**src/pi_bridge_defs.svh**
```systemverilog
`ifndef PI_BRIDGE_DEFS_SVH
`define PI_BRIDGE_DEFS_SVH

// memory geometry, 128 KiB in two 64 KiB banks
`define PI_ADDR_W 17
`define PI_DATA_W 8

// extra cycles the memory port holds the address before done
`define PI_WAIT_STATES 2

// flops between the SPI pins and the sys_clk logic
`define PI_SYNC_STAGES 2

`endif
```
**src/bus_pkg.sv**
```systemverilog
`default_nettype none
`include "pi_bridge_defs.svh"

package bus_pkg;

    // one access from the control FSM to the memory port
    typedef struct packed {
        logic [`PI_ADDR_W-1:0] addr;
        logic [`PI_DATA_W-1:0] wdata;
        logic                  we;     // 1 = write, 0 = read
    } bus_req_t;

    // answer from the memory port, valid with done
    typedef struct packed {
        logic [`PI_DATA_W-1:0] rdata;
    } bus_rsp_t;

endpackage

`default_nettype wire

```
**src/bus_port.sv**
```systemverilog
`timescale 1ns/10ps
`default_nettype none
`include "pi_bridge_defs.svh"

module bus_port (
    input  wire                         sys_clk,
    input  wire                         reset,
    input  bus_pkg::bus_req_t           req,
    input  wire                         req_valid,
    output bus_pkg::bus_rsp_t           rsp,
    output logic                        done,
    output logic [`PI_ADDR_W-1:0]       mem_addr,
    output logic [`PI_DATA_W-1:0]       mem_wdata,
    output logic                        mem_we,
    input  wire  [`PI_DATA_W-1:0]       mem_rdata
);

    localparam int CNT_W = $clog2(`PI_WAIT_STATES + 1);

    bus_pkg::bus_req_t req_q;
    logic              active;     // access in progress
    logic [CNT_W-1:0]  wait_cnt;
    logic              last;

    assign mem_addr  = req_q.addr;   // held for the whole access
    assign mem_wdata = req_q.wdata;
    assign last      = (wait_cnt == CNT_W'(`PI_WAIT_STATES - 1));

    always_ff @(posedge sys_clk) begin
        if (req_valid) begin
            req_q <= req;
        end
    end

    always_ff @(posedge sys_clk or posedge reset) begin
        if (reset) begin
            active   <= 1'b0;
            wait_cnt <= '0;
            mem_we   <= 1'b0;
            done     <= 1'b0;
        end else begin
            done   <= 1'b0;
            mem_we <= 1'b0;
            if (req_valid) begin
                active   <= 1'b1;
                wait_cnt <= '0;
                mem_we   <= req.we;    // single write pulse on the first cycle
            end else if (active) begin
                wait_cnt <= wait_cnt + CNT_W'(1);
                if (last) begin
                    active <= 1'b0;
                    done   <= 1'b1;
                end
            end
        end
    end

    // ram output has settled by the last wait cycle
    always_ff @(posedge sys_clk) begin
        if (active && last) begin
            rsp.rdata <= mem_rdata;
        end
    end

    a_no_req_when_active: assert property (@(posedge sys_clk) disable iff (reset)
        req_valid |-> !active)
        else $error("request arrived during a memory access");

endmodule

`default_nettype wire

```
**config.mk**
```make
export PLATFORM = sky130hd
export DESIGN_NAME = bus_port
export DESIGN_NICKNAME = d
export VERILOG_FILES = /design/src/bus_pkg.sv /design/src/bus_port.sv
export VERILOG_INCLUDE_DIRS = /design/src
export SDC_FILE = /design/constraint.sdc
export NUM_CORES = 1
export LEC_CHECK = 0
export ABC_CLOCK_PERIOD_IN_PS = 3500
export BUFFER_PORTS_ARGS = -buffer_cell sky130_fd_sc_hd__buf_4
export CORE_UTILIZATION = 40
export DETAILED_ROUTE_END_ITERATION = 10
export PLACE_DENSITY = 0.8
export SYNTH_ARGS = -nofsm -noshare
export SYNTH_HDL_FRONTEND = slang
export SYNTH_SLANG_ARGS = --single-unit
```
**constraint.sdc**
```tcl
create_clock -name sys_clk -period 3.5 [get_ports sys_clk]
set_clock_uncertainty 0.15 [all_clocks]
set_input_delay 0.175 -clock sys_clk [delete_from_list [all_inputs] [get_ports sys_clk]]
set_output_delay 0.175 -clock sys_clk [all_outputs]
set_load 0.02 [all_outputs]
```
==> results.txt <==
vias in the first global route: 1,019
M1 WL: 994 µm
core area: 2805 µm²
Fillers: 166
met2 wire length: 1848 µm
# H-tree levels: 2
Util after Layout: 0.7774
DPL Wire Length: 1813 µm
share of post-route cells with drive strength above 1: 0.5000
violations in the final reports: design-rule violations
most frequent cell after synthesis: edfxtp_1
GRT Overall Usage: 0.2152
Avg Vias per Cell: 4.564
gpl congestion: 0.6005
CP max FO: 9
critical path endpoint category: flip-flop
Async SR Flop Fraction: 0.1316
Clk pin slew, worst setup/hold paths: 0.11 ns
Worst IR Drop VDD: 352.6 µV
largest net degree at the start of global routing: 31
Post-DRT Antenna Nets: 0
Finished Cell Area: 2181 µm²
leading area contributor after synthesis: edfxtp_1
clock tree buffer depth: 2
Die X: 56.77 µm
DR WL/cell: 16.04 µm
root buffer cell: clkbuf_4
Max Used Layer: met4
Die Y: 56.77 µm
register bit total from synthesis: 38
I/O Pins: 72
Leakage: 0.9409 nW
CTS buffer count: 5
Data arrival, critical path: 1.23 ns
first-pass GRT wire length: 4698 µm
Starting DRT DRC Count: 29
Worst-Margin Slew: 0.3623 ns
outcome: finished with violations
Post-Syn Instances: 50
Fmax achieved: 748.9 MHz
ys flop type: edfxtp_1
setup repair bufs after CTS: 0
cell row count: 19
nets: 201
number of port buffers: 71
Final Hold Vio Count: 0
global route overflow: 0
Die Area: 3223 µm²
Power Density: 495.3 nW/µm²
clk sink count: 38
crit start category: flip-flop
Worst-Skew Late Latency: 0.34 ns
EDFF count, synth: 33
worst hold path type: in -> reg
Max-Cap Viols: 0
DR vias: 890
Fin Setup TNS: 0 ns
fin. max-slew vios: 0
post-cts sizing count: 0
initial antenna violation count: 0
kind of critical path: reg -> reg
Initial Utilization: 0.4277
final setup vio count: 0
fin crit share: 0.3815
met3 WL: 172 µm
Mean Syn Cell Area: 24.00 µm²
synthesized cell area: 1200 µm²
Pre-Repair DR Iteration Count: 7
RSZ-0062 raised after global routing: false
Ys Warns: 0
Syn Nets: 88
crit path time final: 1.335 ns
area post-placement: 1772 µm²
Yosys cell types: 11
antenna diode instance count: 0
CTS tree: built
Rel. slew slack: 0.7585
top cells by area, synth: edfxtp_1 83%, dfrtp_1 10%, nor2b_4 1.1%
Worst EP required: 3.40 ns
area delta synth->final: 81.75%
Post-route DRC: 10
Synth top area share: 0.8259
register area share after synthesis: 0.9301
commonest cells in the netlist: 33 x edfxtp_1, 5 x dfrtp_1, 3 x inv_1
Fin Hold WS: 0.08362 ns
Detailed Route WL: 3128 µm
worst-case register-to-register setup slack: 2.16 ns
-- final cells by class --
class                      instances  area [µm²]  area share
sequential                        38        1116      0.5118
clock inverter                     3       21.27    0.009753
clock buffer                       5       37.54     0.01721
inverter                           3       11.26    0.005164
tap                               31       38.79     0.01779
timing repair buffer             106       883.3      0.4050
multi-input combinational          9       72.57     0.03328
-- worst paths after layout --
path / startpoint / end / depth (start not counted)
min in group asynchronous: reset / wait_cnt[1] / 3
min reg2reg: wait_cnt[0] / wait_cnt[0] / 2
max in group asynchronous: reset / wait_cnt[0] / 3
min: req_valid / done / 2
max: wait_cnt[1] / rsp[3] / 3
max reg2reg: wait_cnt[1] / rsp[3] / 3
-- flip-flops by register name, summed over array words and instances, names as in the netlist --
signal and count:
done 1, mem_we 1, mem_wdata 8, rsp 8
wait_cnt 2, active 1, mem_addr 17
-- cells in the final DEF (no fill, tap or decap), drive strengths merged --
| cell | n |
|---|---|
| buf | 71 |
| dlygate4sd3 | 35 |
| edfxtp | 33 |
| dfrtp | 5 |
| clkbuf | 5 |
| inv | 3 |
| nor2 | 2 |
| and2 | 2 |
| clkinv | 2 |
| a211oi | 1 |
| xnor2 | 1 |
| a21o | 1 |
| nor2b | 1 |
| ha | 1 |
| clkinvlp | 1 |
-- critical path: stages, from the launching register on --
cell	delay, ns
dfrtp_1	0.41
inv_1	0.07
ha_1	0.16
and2_2	0.26
-- report_power, final --
group          total (W)  switching (W)  internal, W
registers       0.000591      0.0000276     0.000564
clock network   0.000228       0.000150    0.0000781
logic           0.000260       0.000129     0.000131
-- stage by stage --
stage,setup WS [ns],total power (W),cells
final,2.165,0.001080,195
after detailed placement,2.188,0.0008252,152
after CTS,2.176,0.001083,195
after global routing,2.088,0.001133,195
after global placement,2.244,0.0008110,152
after floorplan,2.278,0.0007036,50
-- repair_timing --
item / 4_1_cts / 5_1_grt
hold endpoints to repair: 39 / 0
hold buffers: 35 / 0
endpoints found under the setup margin: 0 / 0
-- metal layers --
| layer | up-vias | global-route usage |
|---|---|---|
| met5 | - | 0 |
| met4 | 0 | 0.1324 |
| met3 | 10 | 0.07143 |
| met2 | 42 | 0.4201 |
| met1 | 428 | 0.1807 |
| li1 | 410 | - |
-- cell families after synthesis --
kind of cell    share of synthesized area
fa+ha+maj                         0.01043
buf+inv                          0.009384
xor+xnor                         0.007301
simple gates                      0.02920
flops                              0.9301
compound gates                    0.01356
Note: power is estimated with default switching activity, not from simulation.
