===== src/pi_bridge_defs.svh =====
`ifndef PI_BRIDGE_DEFS_SVH
`define PI_BRIDGE_DEFS_SVH

// memory geometry, 128 KiB in two 64 KiB banks
`define PI_ADDR_W 17
`define PI_DATA_W 8

// extra cycles the memory port holds the address before done
`define PI_WAIT_STATES 2

// flops between the SPI pins and the sys_clk logic
`define PI_SYNC_STAGES 2

`endif

===== src/spi_byte.sv =====
`timescale 1ns/10ps
`default_nettype none
`include "pi_bridge_defs.svh"

module spi_byte (
    input  wire        sys_clk,
    input  wire        reset,
    input  wire        spi_sclk,
    input  wire        spi_cs_n,
    input  wire        spi_mosi,
    output logic       spi_miso,
    input  wire  [7:0] tx_data,
    output logic [7:0] rx,
    output logic       rx_valid
);

    logic [`PI_SYNC_STAGES-1:0] sclk_sync;
    logic [`PI_SYNC_STAGES-1:0] cs_sync;
    logic [`PI_SYNC_STAGES-1:0] mosi_sync;
    logic       sclk_s;
    logic       sclk_d;     // previous synced sclk
    logic       cs_s;
    logic       mosi_s;
    logic       sclk_rise;
    logic       sclk_fall;
    logic       first_fall; // falling edge that opens the next byte
    logic [2:0] bit_cnt;
    logic [7:0] tx_sr;
    logic       tx_follow;  // tx_sr tracks tx_data until the byte starts

    assign sclk_s     = sclk_sync[`PI_SYNC_STAGES-1];
    assign cs_s       = cs_sync[`PI_SYNC_STAGES-1];
    assign mosi_s     = mosi_sync[`PI_SYNC_STAGES-1];
    assign sclk_rise  = !cs_s && sclk_s && !sclk_d;
    assign sclk_fall  = !cs_s && !sclk_s && sclk_d;
    assign first_fall = sclk_fall && (bit_cnt == 3'd0);
    assign spi_miso   = tx_sr[7];

    always_ff @(posedge sys_clk or posedge reset) begin
        if (reset) begin
            sclk_sync <= '0;
            cs_sync   <= '1;    // deselected
            sclk_d    <= 1'b0;
        end else begin
            sclk_sync <= {sclk_sync[`PI_SYNC_STAGES-2:0], spi_sclk};
            cs_sync   <= {cs_sync[`PI_SYNC_STAGES-2:0], spi_cs_n};
            sclk_d    <= sclk_s;
        end
    end

    // mosi runs through the same depth so it lines up with sclk
    always_ff @(posedge sys_clk) begin
        mosi_sync <= {mosi_sync[`PI_SYNC_STAGES-2:0], spi_mosi};
    end

    always_ff @(posedge sys_clk or posedge reset) begin
        if (reset) begin
            bit_cnt  <= '0;
            rx_valid <= 1'b0;
        end else begin
            rx_valid <= 1'b0;
            if (cs_s) begin
                bit_cnt <= '0;
            end else if (sclk_rise) begin
                bit_cnt  <= bit_cnt + 3'd1;
                rx_valid <= (bit_cnt == 3'd7);   // 8th bit just came in
            end
        end
    end

    always_ff @(posedge sys_clk) begin
        if (sclk_rise) begin
            rx <= {rx[6:0], mosi_s};
        end
    end

    // mode 0: msb is on the line before the first rising edge
    always_ff @(posedge sys_clk or posedge reset) begin
        if (reset) begin
            tx_sr     <= '0;
            tx_follow <= 1'b0;
        end else begin
            if (cs_s || first_fall) begin
                tx_follow <= 1'b1;
            end else if (sclk_rise) begin
                tx_follow <= 1'b0;
            end

            if (cs_s || tx_follow || first_fall) begin
                tx_sr <= tx_data;
            end else if (sclk_fall) begin
                tx_sr <= {tx_sr[6:0], 1'b0};
            end
        end
    end

    a_no_rx_deselected: assert property (@(posedge sys_clk) disable iff (reset)
        cs_s |-> !rx_valid)
        else $error("rx_valid while chip select is high");

endmodule

`default_nettype wire


===== config.mk =====
export PLATFORM = sky130hd
export DESIGN_NAME = spi_byte
export DESIGN_NICKNAME = d
export VERILOG_FILES = /design/src/spi_byte.sv
export VERILOG_INCLUDE_DIRS = /design/src
export SDC_FILE = /design/constraint.sdc
export NUM_CORES = 1
export LEC_CHECK = 0
export BUFFER_PORTS_ARGS = -buffer_cell sky130_fd_sc_hd__buf_2
export CAP_MARGIN = 10
export CORE_AREA = 2 2 55 57
export CTS_BUF_LIST = sky130_fd_sc_hd__clkbuf_2
export DETAILED_ROUTE_END_ITERATION = 7
export DIE_AREA = 0 0 57 59
export GPL_TIMING_DRIVEN = 0
export PLACE_DENSITY = 0.56
export RECOVER_POWER = 100
export SLEW_MARGIN = 20
export SYNTH_ARGS = -nofsm -noshare
export SYNTH_HDL_FRONTEND = slang
export SYNTH_SLANG_ARGS = --single-unit
export TNS_END_PERCENT = 50

===== constraint.sdc =====
create_clock -name sys_clk -period 2.2 [get_ports sys_clk]
set_input_delay 0.11 -clock sys_clk [delete_from_list [all_inputs] [get_ports sys_clk]]
set_output_delay 0.11 -clock sys_clk [all_outputs]
set_load 0.02 [all_outputs]

==> results.tsv <==
stage	metric	value	unit
run_status	outcome	finished, final reports clean	
drt	drt-vias-per-instance	4.92	
drt	routed_wl	1670	µm
clock_network	clkTransAtPathRegs	0.24	ns
placed_design	dpl.cell_count	122	
global_route	grt_max_degree	19	
min_path	min_path_type	in -> reg	
floorplan	die_w	57	µm
synth	synth_seq_cells	28	
worst_setup_path	arrival	1.80	ns
placed_design	dp_hpwl	1200	µm
worst_setup_path	cp.required	2.22	ns
worst_setup_path	startpoint_type	register	
sta	slew_viol_final	0	
cells_and_area	n_antenna_cell	0	
worst_setup_path	crit_path_top_delay_cell	nor2b_1	
sta	worst_slack	0.421	ns
sta	whs	0.0345	ns
floorplan	rows	19	
worst_setup_path	critical_path_class	reg -> reg	
drt	avgRoutedWirePerCell	12.4	µm
sta	fin_crit_sh	0.809	
cells_and_area	layout_common_cells	dfrtp_1, buf_2, clkbuf_1, dlygate4sd3_1, edfxtp_1	
clock_network	cts_tree	built	
cells_and_area	drive_above_1_share	0.202	
sta	rsz0062_at_grt	false	
drt	drtIter0Drc	13	
pwr	peakVddDrop	0.315	mV
clock_network	cts_resized	0	
drt	vias	664	
synth	syn_inst	69	
clock_network	clk_latency	0.34	ns
global_route	first_global_vias	648	
synth	syn_area	0.00107	mm²
sta	clock_skew	0.0186	ns
synth	synth.avg_cell_area	15.5	µm²
floorplan	start_util	0.395	
clock_network	htreeDepth	1	
cells_and_area	fin_nets	121	
floorplan	die-area	0.00336	mm²
placed_design	place.port_buffers	22	
clock_network	cts-root-buf	clkbuf_2	
global_route	grt.overflow.total	0	
worst_setup_path	crit_chain	and2b_1 > nor2b_1	
sta	max-slew-margin-rel	0.436	
clock_network	cts_setup_buffers	0	
sta	setup_viol	0	
synth	yosysWarnings	0	
worst_setup_path	cpPeakStageDelay	0.71	ns
global_route	grt_pass1_wl	2970	µm
clock_network	cts_sinks	28	
worst_setup_path	end_kind	register	
floorplan	boundaryPins	23	
synth	syn_nets	85	
pwr	powerDensity	652	mW/mm²
pwr	p_leak	0.000539	µW
clock_network	cts_buffers	3	
drt	drcViolationCount	0	
sta	worst_slew_pin_slew	0.844	ns
sta	period_needed	1.78	ns
flow_run	drv_cap	0	
sta	clock.fmax	562	MHz
cells_and_area	syn_to_final_growth	21.9	%
placed_design	post-place-ws	0.406	ns
floorplan	die_y	59	µm
global_route	grt_usage	0.116	
sta	timing.setup.tns	0	ns
drt	antenna_left	0	
global_route	antenna_found_initial	0	
sta	hold_viol	0	
pwr	total_power	850	µW
cells_and_area	mostFrequentLayoutCell	dfrtp_1	
synth	yosysSeqAreaShare	0.685	
cells_and_area	fin_cells	135	
placed_design	place_congestion	0.708	
clock_network	clock_path_buffers	2	
floorplan	fp.coreArea	0.00271	mm²
drt	dr.pass1.iters	3	
synth	yosysUniqueCellTypes	22	
worst_setup_path	worst-path-max-fanout	10	
## registers in the layout, summed over array words and instances, names as in the netlist
name / count
tx_sr: 8
mosi_sync: 2
rx_valid: 1
sclk_sync: 2
sclk_d: 1
rx: 8
tx_follow: 1
bit_cnt: 3
cs_sync: 2
## power breakdown
| part | internal [µW] | switching (µW) | total (µW) |
|---|---|---|---|
| registers | 563 | 15.2 | 578 |
| clock network | 48.0 | 136 | 184 |
| logic | 45.7 | 42.6 | 88.3 |
| total | 656 | 194 | 850 |
## cell usage after synthesis
| master | count | area [µm²] |
|---|---|---|
| o22ai_1 | 1 | 6.26 |
| o221a_1 | 7 | 78.8 |
| mux2i_1 | 2 | 20.0 |
| edfxtp_1 | 8 | 240 |
| nand2_1 | 1 | 3.75 |
| dfrtp_1 | 16 | 400 |
| o21a_1 | 1 | 7.51 |
| dfstp_2 | 2 | 52.6 |
| dfxtp_1 | 2 | 40.0 |
| ha_1 | 3 | 37.5 |
| nor2b_1 | 1 | 6.26 |
| nor2_1 | 5 | 18.8 |
| nand2b_4 | 1 | 13.8 |
| xnor2_1 | 1 | 8.76 |
| buf_6 | 2 | 22.5 |
| and2b_1 | 1 | 7.51 |
| nor4b_4 | 1 | 23.8 |
| inv_1 | 5 | 18.8 |
| and2_1 | 1 | 6.26 |
| nand3_1 | 1 | 5.00 |
| nand3b_1 | 6 | 45.0 |
| nand2b_1 | 1 | 6.26 |
## critical path, delay by kind of cell (launching register included)
kind	cells	cell delay, ns
DFF	1	0.44
and+or+nand+nor	2	1.03
## logic make-up (layout without fill, tap and decap cells)
group | after synthesis | after routing | share of synthesized area
buffers and inverters | 7 | 42 | 0.0386
AO/OA/AOI/OAI | 9 | 9 | 0.0866
XOR/XNOR | 1 | 1 | 0.00819
AND/OR/NAND/NOR | 19 | 19 | 0.127
adder cells (fa/ha/maj) | 3 | 3 | 0.0351
multiplexers | 2 | 2 | 0.0187
flip-flops | 28 | 28 | 0.685
## stage by stage
| step | cell area (µm²) | util |
|---|---|---|
| after floorplan | 1070 | - |
| after global placement | 1220 | 0.450 |
| after detailed placement | 1220 | 0.450 |
| after CTS | 1300 | 0.479 |
| after global routing | 1300 | 0.481 |
| final | 1300 | 0.481 |
## what timing repair did
| action | in CTS | in global routing |
|---|---|---|
| endpoints found under the setup margin | 0 | 0 |
| endpoints found under the hold margin | 21 | 3 |
| hold buffers | 6 | 3 |
## final timing paths
kind / from / to / slack (ns) / depth (start not counted)
worst min-delay path: tx_data[3] / tx_sr[3]$_DFFE_PP0P_ / 0.03 / 2
min in group asynchronous: reset / tx_sr[7]$_DFFE_PP0P_ / 0.35 / 3
worst max register to register: sclk_d$_DFF_PP0_ / rx[1]$_DFFE_PP_ / 0.42 / 2
max in group asynchronous: reset / rx_valid$_DFF_PP0_ / 1.42 / 3
worst max-delay path: sclk_d$_DFF_PP0_ / rx[1]$_DFFE_PP_ / 0.42 / 2
worst min register to register: mosi_sync[0]$_DFF_P_ / mosi_sync[1]$_DFF_P_ / 0.35 / 0
## per-layer routing
metal / vias to the layer above / wire, µm / track usage
met1: 328 / 774 / 0.156
met4: 0 / 17 / 0.0598
met2: 16 / 791 / 0.184
li1: 316 / - / -
met3: 4 / 90 / 0.0197
met5: - / 0 / 0
## final cells by class
cell class | instances | area, µm²
repair buffers | 31 | 188
inverters | 5 | 18.8
fillers | 241 | 1410
clock buffers | 4 | 20.0
multi-input cells | 34 | 290
well taps | 31 | 38.8
plain buffers | 2 | 15.0
flip-flops and latches | 28 | 733
Power figures use the tool's default switching activity.
