### src/pi_bridge_defs.svh
`ifndef PI_BRIDGE_DEFS_SVH
`define PI_BRIDGE_DEFS_SVH

// memory geometry, 128 KiB in two 64 KiB banks
`define PI_ADDR_W 17
`define PI_DATA_W 8

// extra cycles the memory port holds the address before done
`define PI_WAIT_STATES 2

// flops between the SPI pins and the sys_clk logic
`define PI_SYNC_STAGES 2

`endif
### src/bus_pkg.sv
`default_nettype none
`include "pi_bridge_defs.svh"

package bus_pkg;

    // one access from the control FSM to the memory port
    typedef struct packed {
        logic [`PI_ADDR_W-1:0] addr;
        logic [`PI_DATA_W-1:0] wdata;
        logic                  we;     // 1 = write, 0 = read
    } bus_req_t;

    // answer from the memory port, valid with done
    typedef struct packed {
        logic [`PI_DATA_W-1:0] rdata;
    } bus_rsp_t;

endpackage

`default_nettype wire

### src/spi_pkg.sv
`default_nettype none

package spi_pkg;

    // command byte, MSB first on the wire
    typedef struct packed {
        logic [2:0] len;       // selects the command
        logic [1:0] reserved;
        logic       set_addr;  // not supported
        logic       rw_b;
        logic       a16;       // memory bank
    } spi_cmd_t;

    // length codes that carry a meaning, the rest are dropped
    localparam logic [2:0] CMD_LEN_NEXT  = 3'd1;  // read at held address + 1
    localparam logic [2:0] CMD_LEN_READ  = 3'd3;  // cmd, addr hi, addr lo
    localparam logic [2:0] CMD_LEN_WRITE = 3'd4;  // cmd, data, addr hi, addr lo

endpackage

`default_nettype wire

### src/pi_com.sv
`timescale 1ns/10ps
`default_nettype none
`include "pi_bridge_defs.svh"

module pi_com (
    input  wire               sys_clk,
    input  wire               reset,
    input  wire               spi_cs_n,
    input  wire         [7:0] rx,
    input  wire               rx_valid,
    output logic        [7:0] tx_data,
    output bus_pkg::bus_req_t req,
    output logic              req_valid,
    input  bus_pkg::bus_rsp_t rsp,
    input  wire               done_in,
    output logic              busy,
    output logic              done
);

    typedef enum logic [2:0] {
        READ_CMD,
        READ_DATA_ARG,
        READ_ADDR_HI_ARG,
        READ_ADDR_LO_ARG,
        XFER,
        DONE
    } state_t;

    state_t                     state;
    spi_pkg::spi_cmd_t          cmd;
    logic [`PI_SYNC_STAGES-1:0] cs_sync;
    logic                       cs_s;
    logic [`PI_ADDR_W-1:0]      addr_q;
    logic [`PI_DATA_W-1:0]      wdata_q;
    logic                       rw_b;
    logic                       byte_in;   // byte accepted this cycle

    assign cmd     = spi_pkg::spi_cmd_t'(rx);
    assign cs_s    = cs_sync[`PI_SYNC_STAGES-1];
    assign byte_in = rx_valid && !cs_s;

    assign req.addr  = addr_q;
    assign req.wdata = wdata_q;
    assign req.we    = ~rw_b;

    always_ff @(posedge sys_clk or posedge reset) begin
        if (reset) begin
            cs_sync <= '1;
        end else begin
            cs_sync <= {cs_sync[`PI_SYNC_STAGES-2:0], spi_cs_n};
        end
    end

    always_ff @(posedge sys_clk or posedge reset) begin
        if (reset) begin
            state     <= READ_CMD;
            rw_b      <= 1'b1;
            req_valid <= 1'b0;
            busy      <= 1'b0;
            done      <= 1'b0;
            tx_data   <= '0;
        end else if (cs_s) begin
            // end of transaction, drop whatever was in progress
            state     <= READ_CMD;
            req_valid <= 1'b0;
            busy      <= 1'b0;
            done      <= 1'b0;
        end else begin
            req_valid <= 1'b0;
            case (state)
                READ_CMD: begin
                    if (rx_valid) begin
                        case (cmd.len)
                            spi_pkg::CMD_LEN_NEXT: begin
                                rw_b      <= 1'b1;
                                req_valid <= 1'b1;
                                busy      <= 1'b1;
                                state     <= XFER;
                            end
                            spi_pkg::CMD_LEN_READ: begin
                                rw_b  <= 1'b1;
                                state <= READ_ADDR_HI_ARG;
                            end
                            spi_pkg::CMD_LEN_WRITE: begin
                                rw_b  <= 1'b0;
                                state <= READ_DATA_ARG;
                            end
                            default: state <= READ_CMD;
                        endcase
                    end
                end
                READ_DATA_ARG: if (rx_valid) state <= READ_ADDR_HI_ARG;
                READ_ADDR_HI_ARG: if (rx_valid) state <= READ_ADDR_LO_ARG;
                READ_ADDR_LO_ARG: begin
                    if (rx_valid) begin
                        req_valid <= 1'b1;  // address complete, start access
                        busy      <= 1'b1;
                        state     <= XFER;
                    end
                end
                XFER: begin
                    if (done_in) begin
                        busy  <= 1'b0;
                        done  <= 1'b1;
                        state <= DONE;
                        if (rw_b) begin
                            tx_data <= rsp.rdata;   // shifted out in the next byte
                        end
                    end
                end
                default: state <= DONE;  // hold until chip select rises
            endcase
        end
    end

    // address and data registers, loaded from the argument bytes
    always_ff @(posedge sys_clk) begin
        if (byte_in) begin
            case (state)
                READ_CMD: begin
                    if (cmd.len == spi_pkg::CMD_LEN_NEXT) begin
                        addr_q <= {addr_q[`PI_ADDR_W-1], addr_q[`PI_ADDR_W-2:0] + 1'b1};
                    end else if (cmd.len == spi_pkg::CMD_LEN_READ ||
                                 cmd.len == spi_pkg::CMD_LEN_WRITE) begin
                        addr_q[`PI_ADDR_W-1] <= cmd.a16;
                    end
                end
                READ_DATA_ARG:    wdata_q      <= rx;
                READ_ADDR_HI_ARG: addr_q[15:8] <= rx;
                READ_ADDR_LO_ARG: addr_q[7:0]  <= rx;
                default: ;
            endcase
        end
    end

    a_req_one_cycle: assert property (@(posedge sys_clk) disable iff (reset)
        req_valid |=> !req_valid)
        else $error("req_valid held for more than one cycle");

    // host has to wait for the access before the next byte
    a_no_rx_in_xfer: assert property (@(posedge sys_clk) disable iff (reset)
        (state == XFER) |-> !rx_valid)
        else $error("byte received while a memory access is pending");

endmodule

`default_nettype wire

### config.mk
export PLATFORM = sky130hd
export DESIGN_NAME = pi_com
export DESIGN_NICKNAME = d
export VERILOG_FILES = /design/src/bus_pkg.sv /design/src/spi_pkg.sv /design/src/pi_com.sv
export VERILOG_INCLUDE_DIRS = /design/src
export SDC_FILE = /design/constraint.sdc
export NUM_CORES = 1
export LEC_CHECK = 0
export BUFFER_PORTS_ARGS = -buffer_cell sky130_fd_sc_hd__buf_4
export CAP_MARGIN = 20
export CORE_ASPECT_RATIO = 0.9
export CORE_MARGIN = 1.5
export CORE_UTILIZATION = 40
export DETAILED_ROUTE_END_ITERATION = 6
export GPL_TIMING_DRIVEN = 0
export PLACE_DENSITY = 0.62
export SKIP_CTS_REPAIR_TIMING = 1
export SLEW_MARGIN = 20
export SYNTH_ARGS = -nofsm -noshare
export SYNTH_HDL_FRONTEND = slang
export SYNTH_SLANG_ARGS = --single-unit
export TNS_END_PERCENT = 20
### constraint.sdc
create_clock -name sys_clk -period 6.5 [get_ports sys_clk]
set_clock_uncertainty 0.15 [all_clocks]
set_input_delay 0.325 -clock sys_clk [delete_from_list [all_inputs] [get_ports sys_clk]]
set_output_delay 0.325 -clock sys_clk [all_outputs]
set_load 0.01 [all_outputs]
==> results of run 1 <==
==> cells in the final DEF, fill, tap and decap left out, types with 2 or more instances in the layout <==
| cell | count |
|---|---|
| nand3b_1 | 2 |
| nand2b_1 | 2 |
| dfstp_2 | 3 |
| nand2_1 | 6 |
| a21oi_1 | 20 |
| dfrtp_1 | 14 |
| xor2_1 | 3 |
| mux2_1 | 7 |
| a31oi_1 | 2 |
| clkbuf_8 | 5 |
| mux2_2 | 2 |
| clkbuf_1 | 3 |
| nor3_1 | 6 |
| nor4_2 | 2 |
| edfxtp_1 | 25 |
| a211oi_1 | 2 |
| and3_2 | 2 |
| xnor2_1 | 10 |
| inv_1 | 10 |
| buf_4 | 58 |
| buf_2 | 4 |
| nand4_4 | 2 |
| nand3_1 | 8 |
| nor2_1 | 27 |
==> how the worst max path moves through the flow <==
stage / from / to
4_1_cts: state[2] / addr_q[3]
2_1_floorplan: cs_sync[1] / wdata_q[0]
3_5_place_dp: state[2] / addr_q[4]
3_3_place_gp: rx[6] / addr_q[12]
5_1_grt: state[2] / addr_q[2]
6_report: state[2] / addr_q[3]
==> layer usage <==
metal | routed length [microns] | vias up
li1 | - | 763
met1 | 1940 | 731
met4 | 52 | 0
met2 | 2090 | 49
met3 | 265 | 7
met5 | 0 | -
==> logic make-up (layout without fill, tap and decap cells) <==
family,Yosys count,after routing,synth area share (%)
buf+inv,15,83,2.94
xor+xnor,13,13,5.58
fa+ha+maj,1,1,0.613
flops,42,42,57.8
compound gates,29,29,8.34
simple gates,65,65,19.3
mux,10,10,5.46
==> worst max-delay path, delay by kind of cell, from the launching register on <==
kind                   cells  cell delay, ns
AO/OA/AOI/OAI              1            0.68
buffers and inverters      2            0.48
flip-flops                 1            0.36
AND/OR/NAND/NOR            1            0.35
==> flip-flops by register name (all words and copies together) (netlist names) <==
register,cells
addr_q,17
busy,1
cs_sync,2
done,1
req_valid,1
rw_b,1
state,3
tx_data,8
wdata_q,8
==> cell type report <==
class / count / area share [%]
sequential: 42 / 43.8
multi-input combinational: 118 / 30.2
timing repair buffer: 60 / 16.7
tap: 65 / 3.02
clock buffer: 6 / 2.69
clock inverter: 2 / 1.39
inverter: 10 / 1.39
buffer: 5 / 0.836
==> where the power goes <==
part / total [W] / switching (W) / internal [W]
Clock: 0.000202 / 0.0000876 / 0.000115
Sequential: 0.000303 / 0.00000735 / 0.000296
Combinational: 0.0000731 / 0.0000389 / 0.0000342
==> through the flow <==
stage	hold WS (ns)	instance area [sq um]	utilization, %
after floorplan	0.0989	2040	-
after global placement	0.196	2550	52.4
after detailed placement	0.197	2570	52.9
after CTS	-0.0216	2690	55.2
after global routing	0.0201	2700	55.4
final	-0.0323	2700	55.4
==> flow_summary.yaml, run 1 <==
clocking:
  clk_path_buf_depth: 2
  htreeDepth: 2
  cts_tree: "built"
  clock_sinks: 42
  root_buffer: "clkbuf_8"
  path_clk_slew_ns: 0.08
  cts_buffers: 5
  clk_latency_ns: 0.29
timing:
  fmax_mhz: 417
  finalWorstSetupSlack_ns: 4.10
  rsz0062_at_grt: "no"
  fin_crit_sh_pct: 36.9
  worstMarginPinSlew_ns: 0.790
  whs_ns: -0.0323
  finalHoldViolations: 14
  fin_setup_tns_ns: 0
  setup_viol: 0
  max-slew-margin-rel_pct: 47.4
  slew_violations: 0
  min_period_ns: 2.40
floorplan:
  fp.dieH_microns: 70.8
  die_w_microns: 78.3
  rows: 24
  boundaryPins: 58
  die-area_sq_um: 5540
  initial_utilization_pct: 41.9
  core_region_area_sq_um: 4860
global_route:
  use_met3_pct: 4.00
  antenna_found_initial: 0
  grt_pass1_vias: 1532
  grt_pass1_wl_microns: 7210
  grt_use_met2_pct: 27.9
  grt_max_degree: 18
  grt_util_met1_pct: 22.1
  grt.busiest_layer: "met2"
  grt_util_all_layers_pct: 16.9
  grt_overflow: 0
finish:
  register_area_sq_um: 1180
  multi_input_area_sq_um: 813
  layout-drive-gt1-share_pct: 35.0
  diodes: 0
  fin_cells: 308
  syn2layout_area_growth_pct: 32.1
  fillers: 441
  nNetsFinal: 264
synth:
  yosys_most_used_dff: "edfxtp_1"
  ys_warn_count: 0
  synth.avg_cell_area_sq_um: 11.7
  synth_seq_cells: 42
  synthesis.instances: 175
  synth_cell_types: 38
  synth_nets: 197
  synth_edf_count: 25
  syn_area_sq_um: 2040
  synth_largest_area_cell: "edfxtp_1"
  synth_common_cells: "nor2_1, edfxtp_1, a21oi_1, dfrtp_1"
  netlist_top_cells_area: "edfxtp_1, dfrtp_1, nor2_1, a21oi_1, xnor2_1"
  ys_seq_area_share_pct: 57.8
  synth_top_area_share_pct: 36.8
  async_reset_ff_share_pct: 40.5
  yosysMostFrequentCell: "nor2_1"
critical_path:
  critPathSlowestCell: "a21oi_1"
  worstSetupPathType: "register to register"
  r2r_end: "addr_q[3]"
  timing.rr.start: "state[2]"
  slowest_delay_ns: 0.68
  rrSetupSlack_ns: 4.10
  cp_max_fo: 10
  cp.required_ns: 6.27
  end_kind: "register"
  crit_chain: "buf_2 -> nand3b_2 -> clkbuf_1 -> a21oi_1"
  r2r_cells: 4
  critPathLaunchType: "register"
  arrival_ns: 2.17
hold_path:
  hp-class: "primary input to asynchronous set/reset pin"
power_and_ir_drop:
  p_per_area_nw_per_um2: 215
  p_total_w: 0.000578
  peakVddDrop_uv: 129
  p_leak_nw: 1.16
route:
  drt-initial-drc-count: 103
  wire_per_inst_microns: 14.1
  drc: 0
  ant_nets: 0
  route.vias.total: 1550
  wl_microns: 4340
  via_per_inst: 5.03
  drt-pass1-iter-count: 4
placement:
  io_buffers: 57
  dp_hpwl_microns: 3260
  gp_congestion: 0.801
  dpl.cell_count: 299
  pre_cts_ws_ns: 4.08
outcome:
  violations: "negative hold slack"
  run_status: "finished, violations left"
flow_run:
  maxCapViolCount: 0
Power figures use the tool's default switching activity.
==> run 2: changes to the inputs <==
- PLACE_DENSITY: 0.62 -> 0.64
- clock period: 6.5 -> 2 ns (I/O delays scaled with it)
==> flow_summary.yaml, run 2 (same netlist as run 1, synthesis figures left out) <==
outcome:
  run_status: "complete, no violations"
critical_path:
  critPathLaunchType: "register"
  cp_max_fo: 8
  cp.required_ns: 1.86
  end_kind: "register"
  worstSetupPathType: "register to register"
  rrSetupSlack_ns: 0.08
  r2r_end: "addr_q[11]"
  arrival_ns: 1.79
  timing.rr.start: "cs_sync[1]"
  r2r_cells: 3
  cp-startpoint: "cs_sync[1]"
finish:
  layout-drive-gt1-share_pct: 33.2
  finish.instance_area_sq_um: 2910
  layout_common_cells: "buf_4, nor2_1, edfxtp_1"
  fillers: 429
  largest-register: "addr_q"
  nNetsFinal: 280
  diodes: 0
  final_common_cell: "buf_4"
  syn2layout_area_growth_pct: 42.7
  largest_reg_flops: 17
  register_area_sq_um: 1180
  multi_input_area_sq_um: 842
  reg.largest.list: "addr_q (17), tx_data (8), wdata_q (8)"
route:
  ant_nets: 0
  wire_per_inst_microns: 14.5
  drc: 0
  via_per_inst: 4.92
  wl_microns: 4700
  route.vias.total: 1593
  drt-pass1-iter-count: 4
  drt-initial-drc-count: 130
placement:
  io_buffers: 57
  gp_congestion: 0.812
  dpl_cell_area_sq_um: 2570
  pre_cts_ws_ns: -0.417
  dp_hpwl_microns: 3230
power_and_ir_drop:
  p_total_w: 0.00205
  p_leak_nw: 1.27
  power_switching_w: 0.000457
  power_frac_comb_pct: 13.4
  power.internal_w: 0.00159
  power_frac_clock_pct: 38.5
  peakVddDrop_uv: 434
  p_per_area_nw_per_um2: 703
  seqPwrFrac_pct: 48.1
  swShare_pct: 22.3
floorplan:
  die_w_microns: 78.3
  core_region_area_sq_um: 4860
  die-area_sq_um: 5540
  initial_utilization_pct: 41.9
  fp.dieH_microns: 70.8
  rows: 24
  boundaryPins: 58
timing:
  worstMarginPinSlew_ns: 0.639
  max-slew-margin-rel_pct: 57.4
  fmax_mhz: 520
  min_period_ns: 1.92
  rsz0062_at_grt: "no"
  fin_crit_sh_pct: 96.2
  finalWorstSetupSlack_ns: 0.0753
  finalHoldViolations: 0
  whs_ns: 0.000860
  setup_viol: 0
  slew_violations: 0
hold_path:
  worstHoldEndpoint: "rw_b"
  hp-class: "primary input to register"
  hp-start: "rx[7]"
  min_path_cells: 3
clocking:
  path_clk_slew_ns: 0.08
  clk_path_buf_depth: 2
  htreeDepth: 2
  root_buffer: "clkbuf_8"
  clk_latency_ns: 0.29
  cts_tree: "built"
  cts_buffers: 5
  clock_sinks: 42
global_route:
  grt_pass1_vias: 1470
  antenna_found_initial: 0
  grt_pass1_wl_microns: 6930
  grt_util_all_layers_pct: 16.2
  grt_overflow: 0
  grt_max_degree: 18
flow_run:
  maxCapViolCount: 0
-- run 2: cell count changes in the layout (fill, tap and decap cells not counted), sizes merged --
cell	before	now
clkbuf	8	6
clkinv	0	1
dlygate4sd3	1	18
clkinvlp	1	0
bufinv	1	2
-- run 2: area by class of cell --
cell class / instances / share of cell area [%]
Timing Repair Buffer: 76 / 21.1
Clock buffer: 5 / 2.36
Buffer: 5 / 0.816
Multi-Input combinational cell: 118 / 28.9
Tap cell: 65 / 2.79
Inverter: 10 / 1.29
Clock inverter: 3 / 2.19
Sequential cell: 42 / 40.5
-- run 2: power groups by stage --
stage	Sequential, W	Clock [W]	Combinational (W)
final	0.000984	0.000787	0.000275
after global routing	0.000989	0.000846	0.000299
after CTS	0.000984	0.000810	0.000237
after detailed placement	0.00100	0	0.000236
after global placement	0.00100	0	0.000230
after floorplan	0.00101	0	0.000118
-- run 2: critical path, cell delays in order, from the launching register on --
cell and delay, ns:
dfstp_2 0.42, nand2b_1 0.30, nor4_2 0.53, buf_4 0.25
-- run 2: worst max-delay path by stage --
stage            endpoint  slack (ns)  depth (start not counted)
6_report       addr_q[11]        0.08                          3
5_1_grt        addr_q[12]       0.002                          3
4_1_cts         addr_q[1]       -0.41                          4
3_5_place_dp    addr_q[4]       -0.42                          4
3_3_place_gp   addr_q[12]       -0.59                          2
2_1_floorplan   addr_q[0]       -0.02                          4
-- run 2: routing by layer --
layer,vias to the layer above,global-route usage (%),share of wire (%)
met2,42,26.6,51
met3,4,4.90,4.1
met4,0,4.17,0.89
met1,756,21.3,44
met5,-,0,0
li1,791,-,-
-- run 2: per-stage QoR --
step                std cells  utilization, %  setup TNS [ns]
finish                    324            59.9               0
global route              324            59.9               0
CTS                       306            55.6           -3.36
detailed placement        298            52.8           -3.33
global placement          297            52.5           -8.09
floorplan                 175               -          -0.272
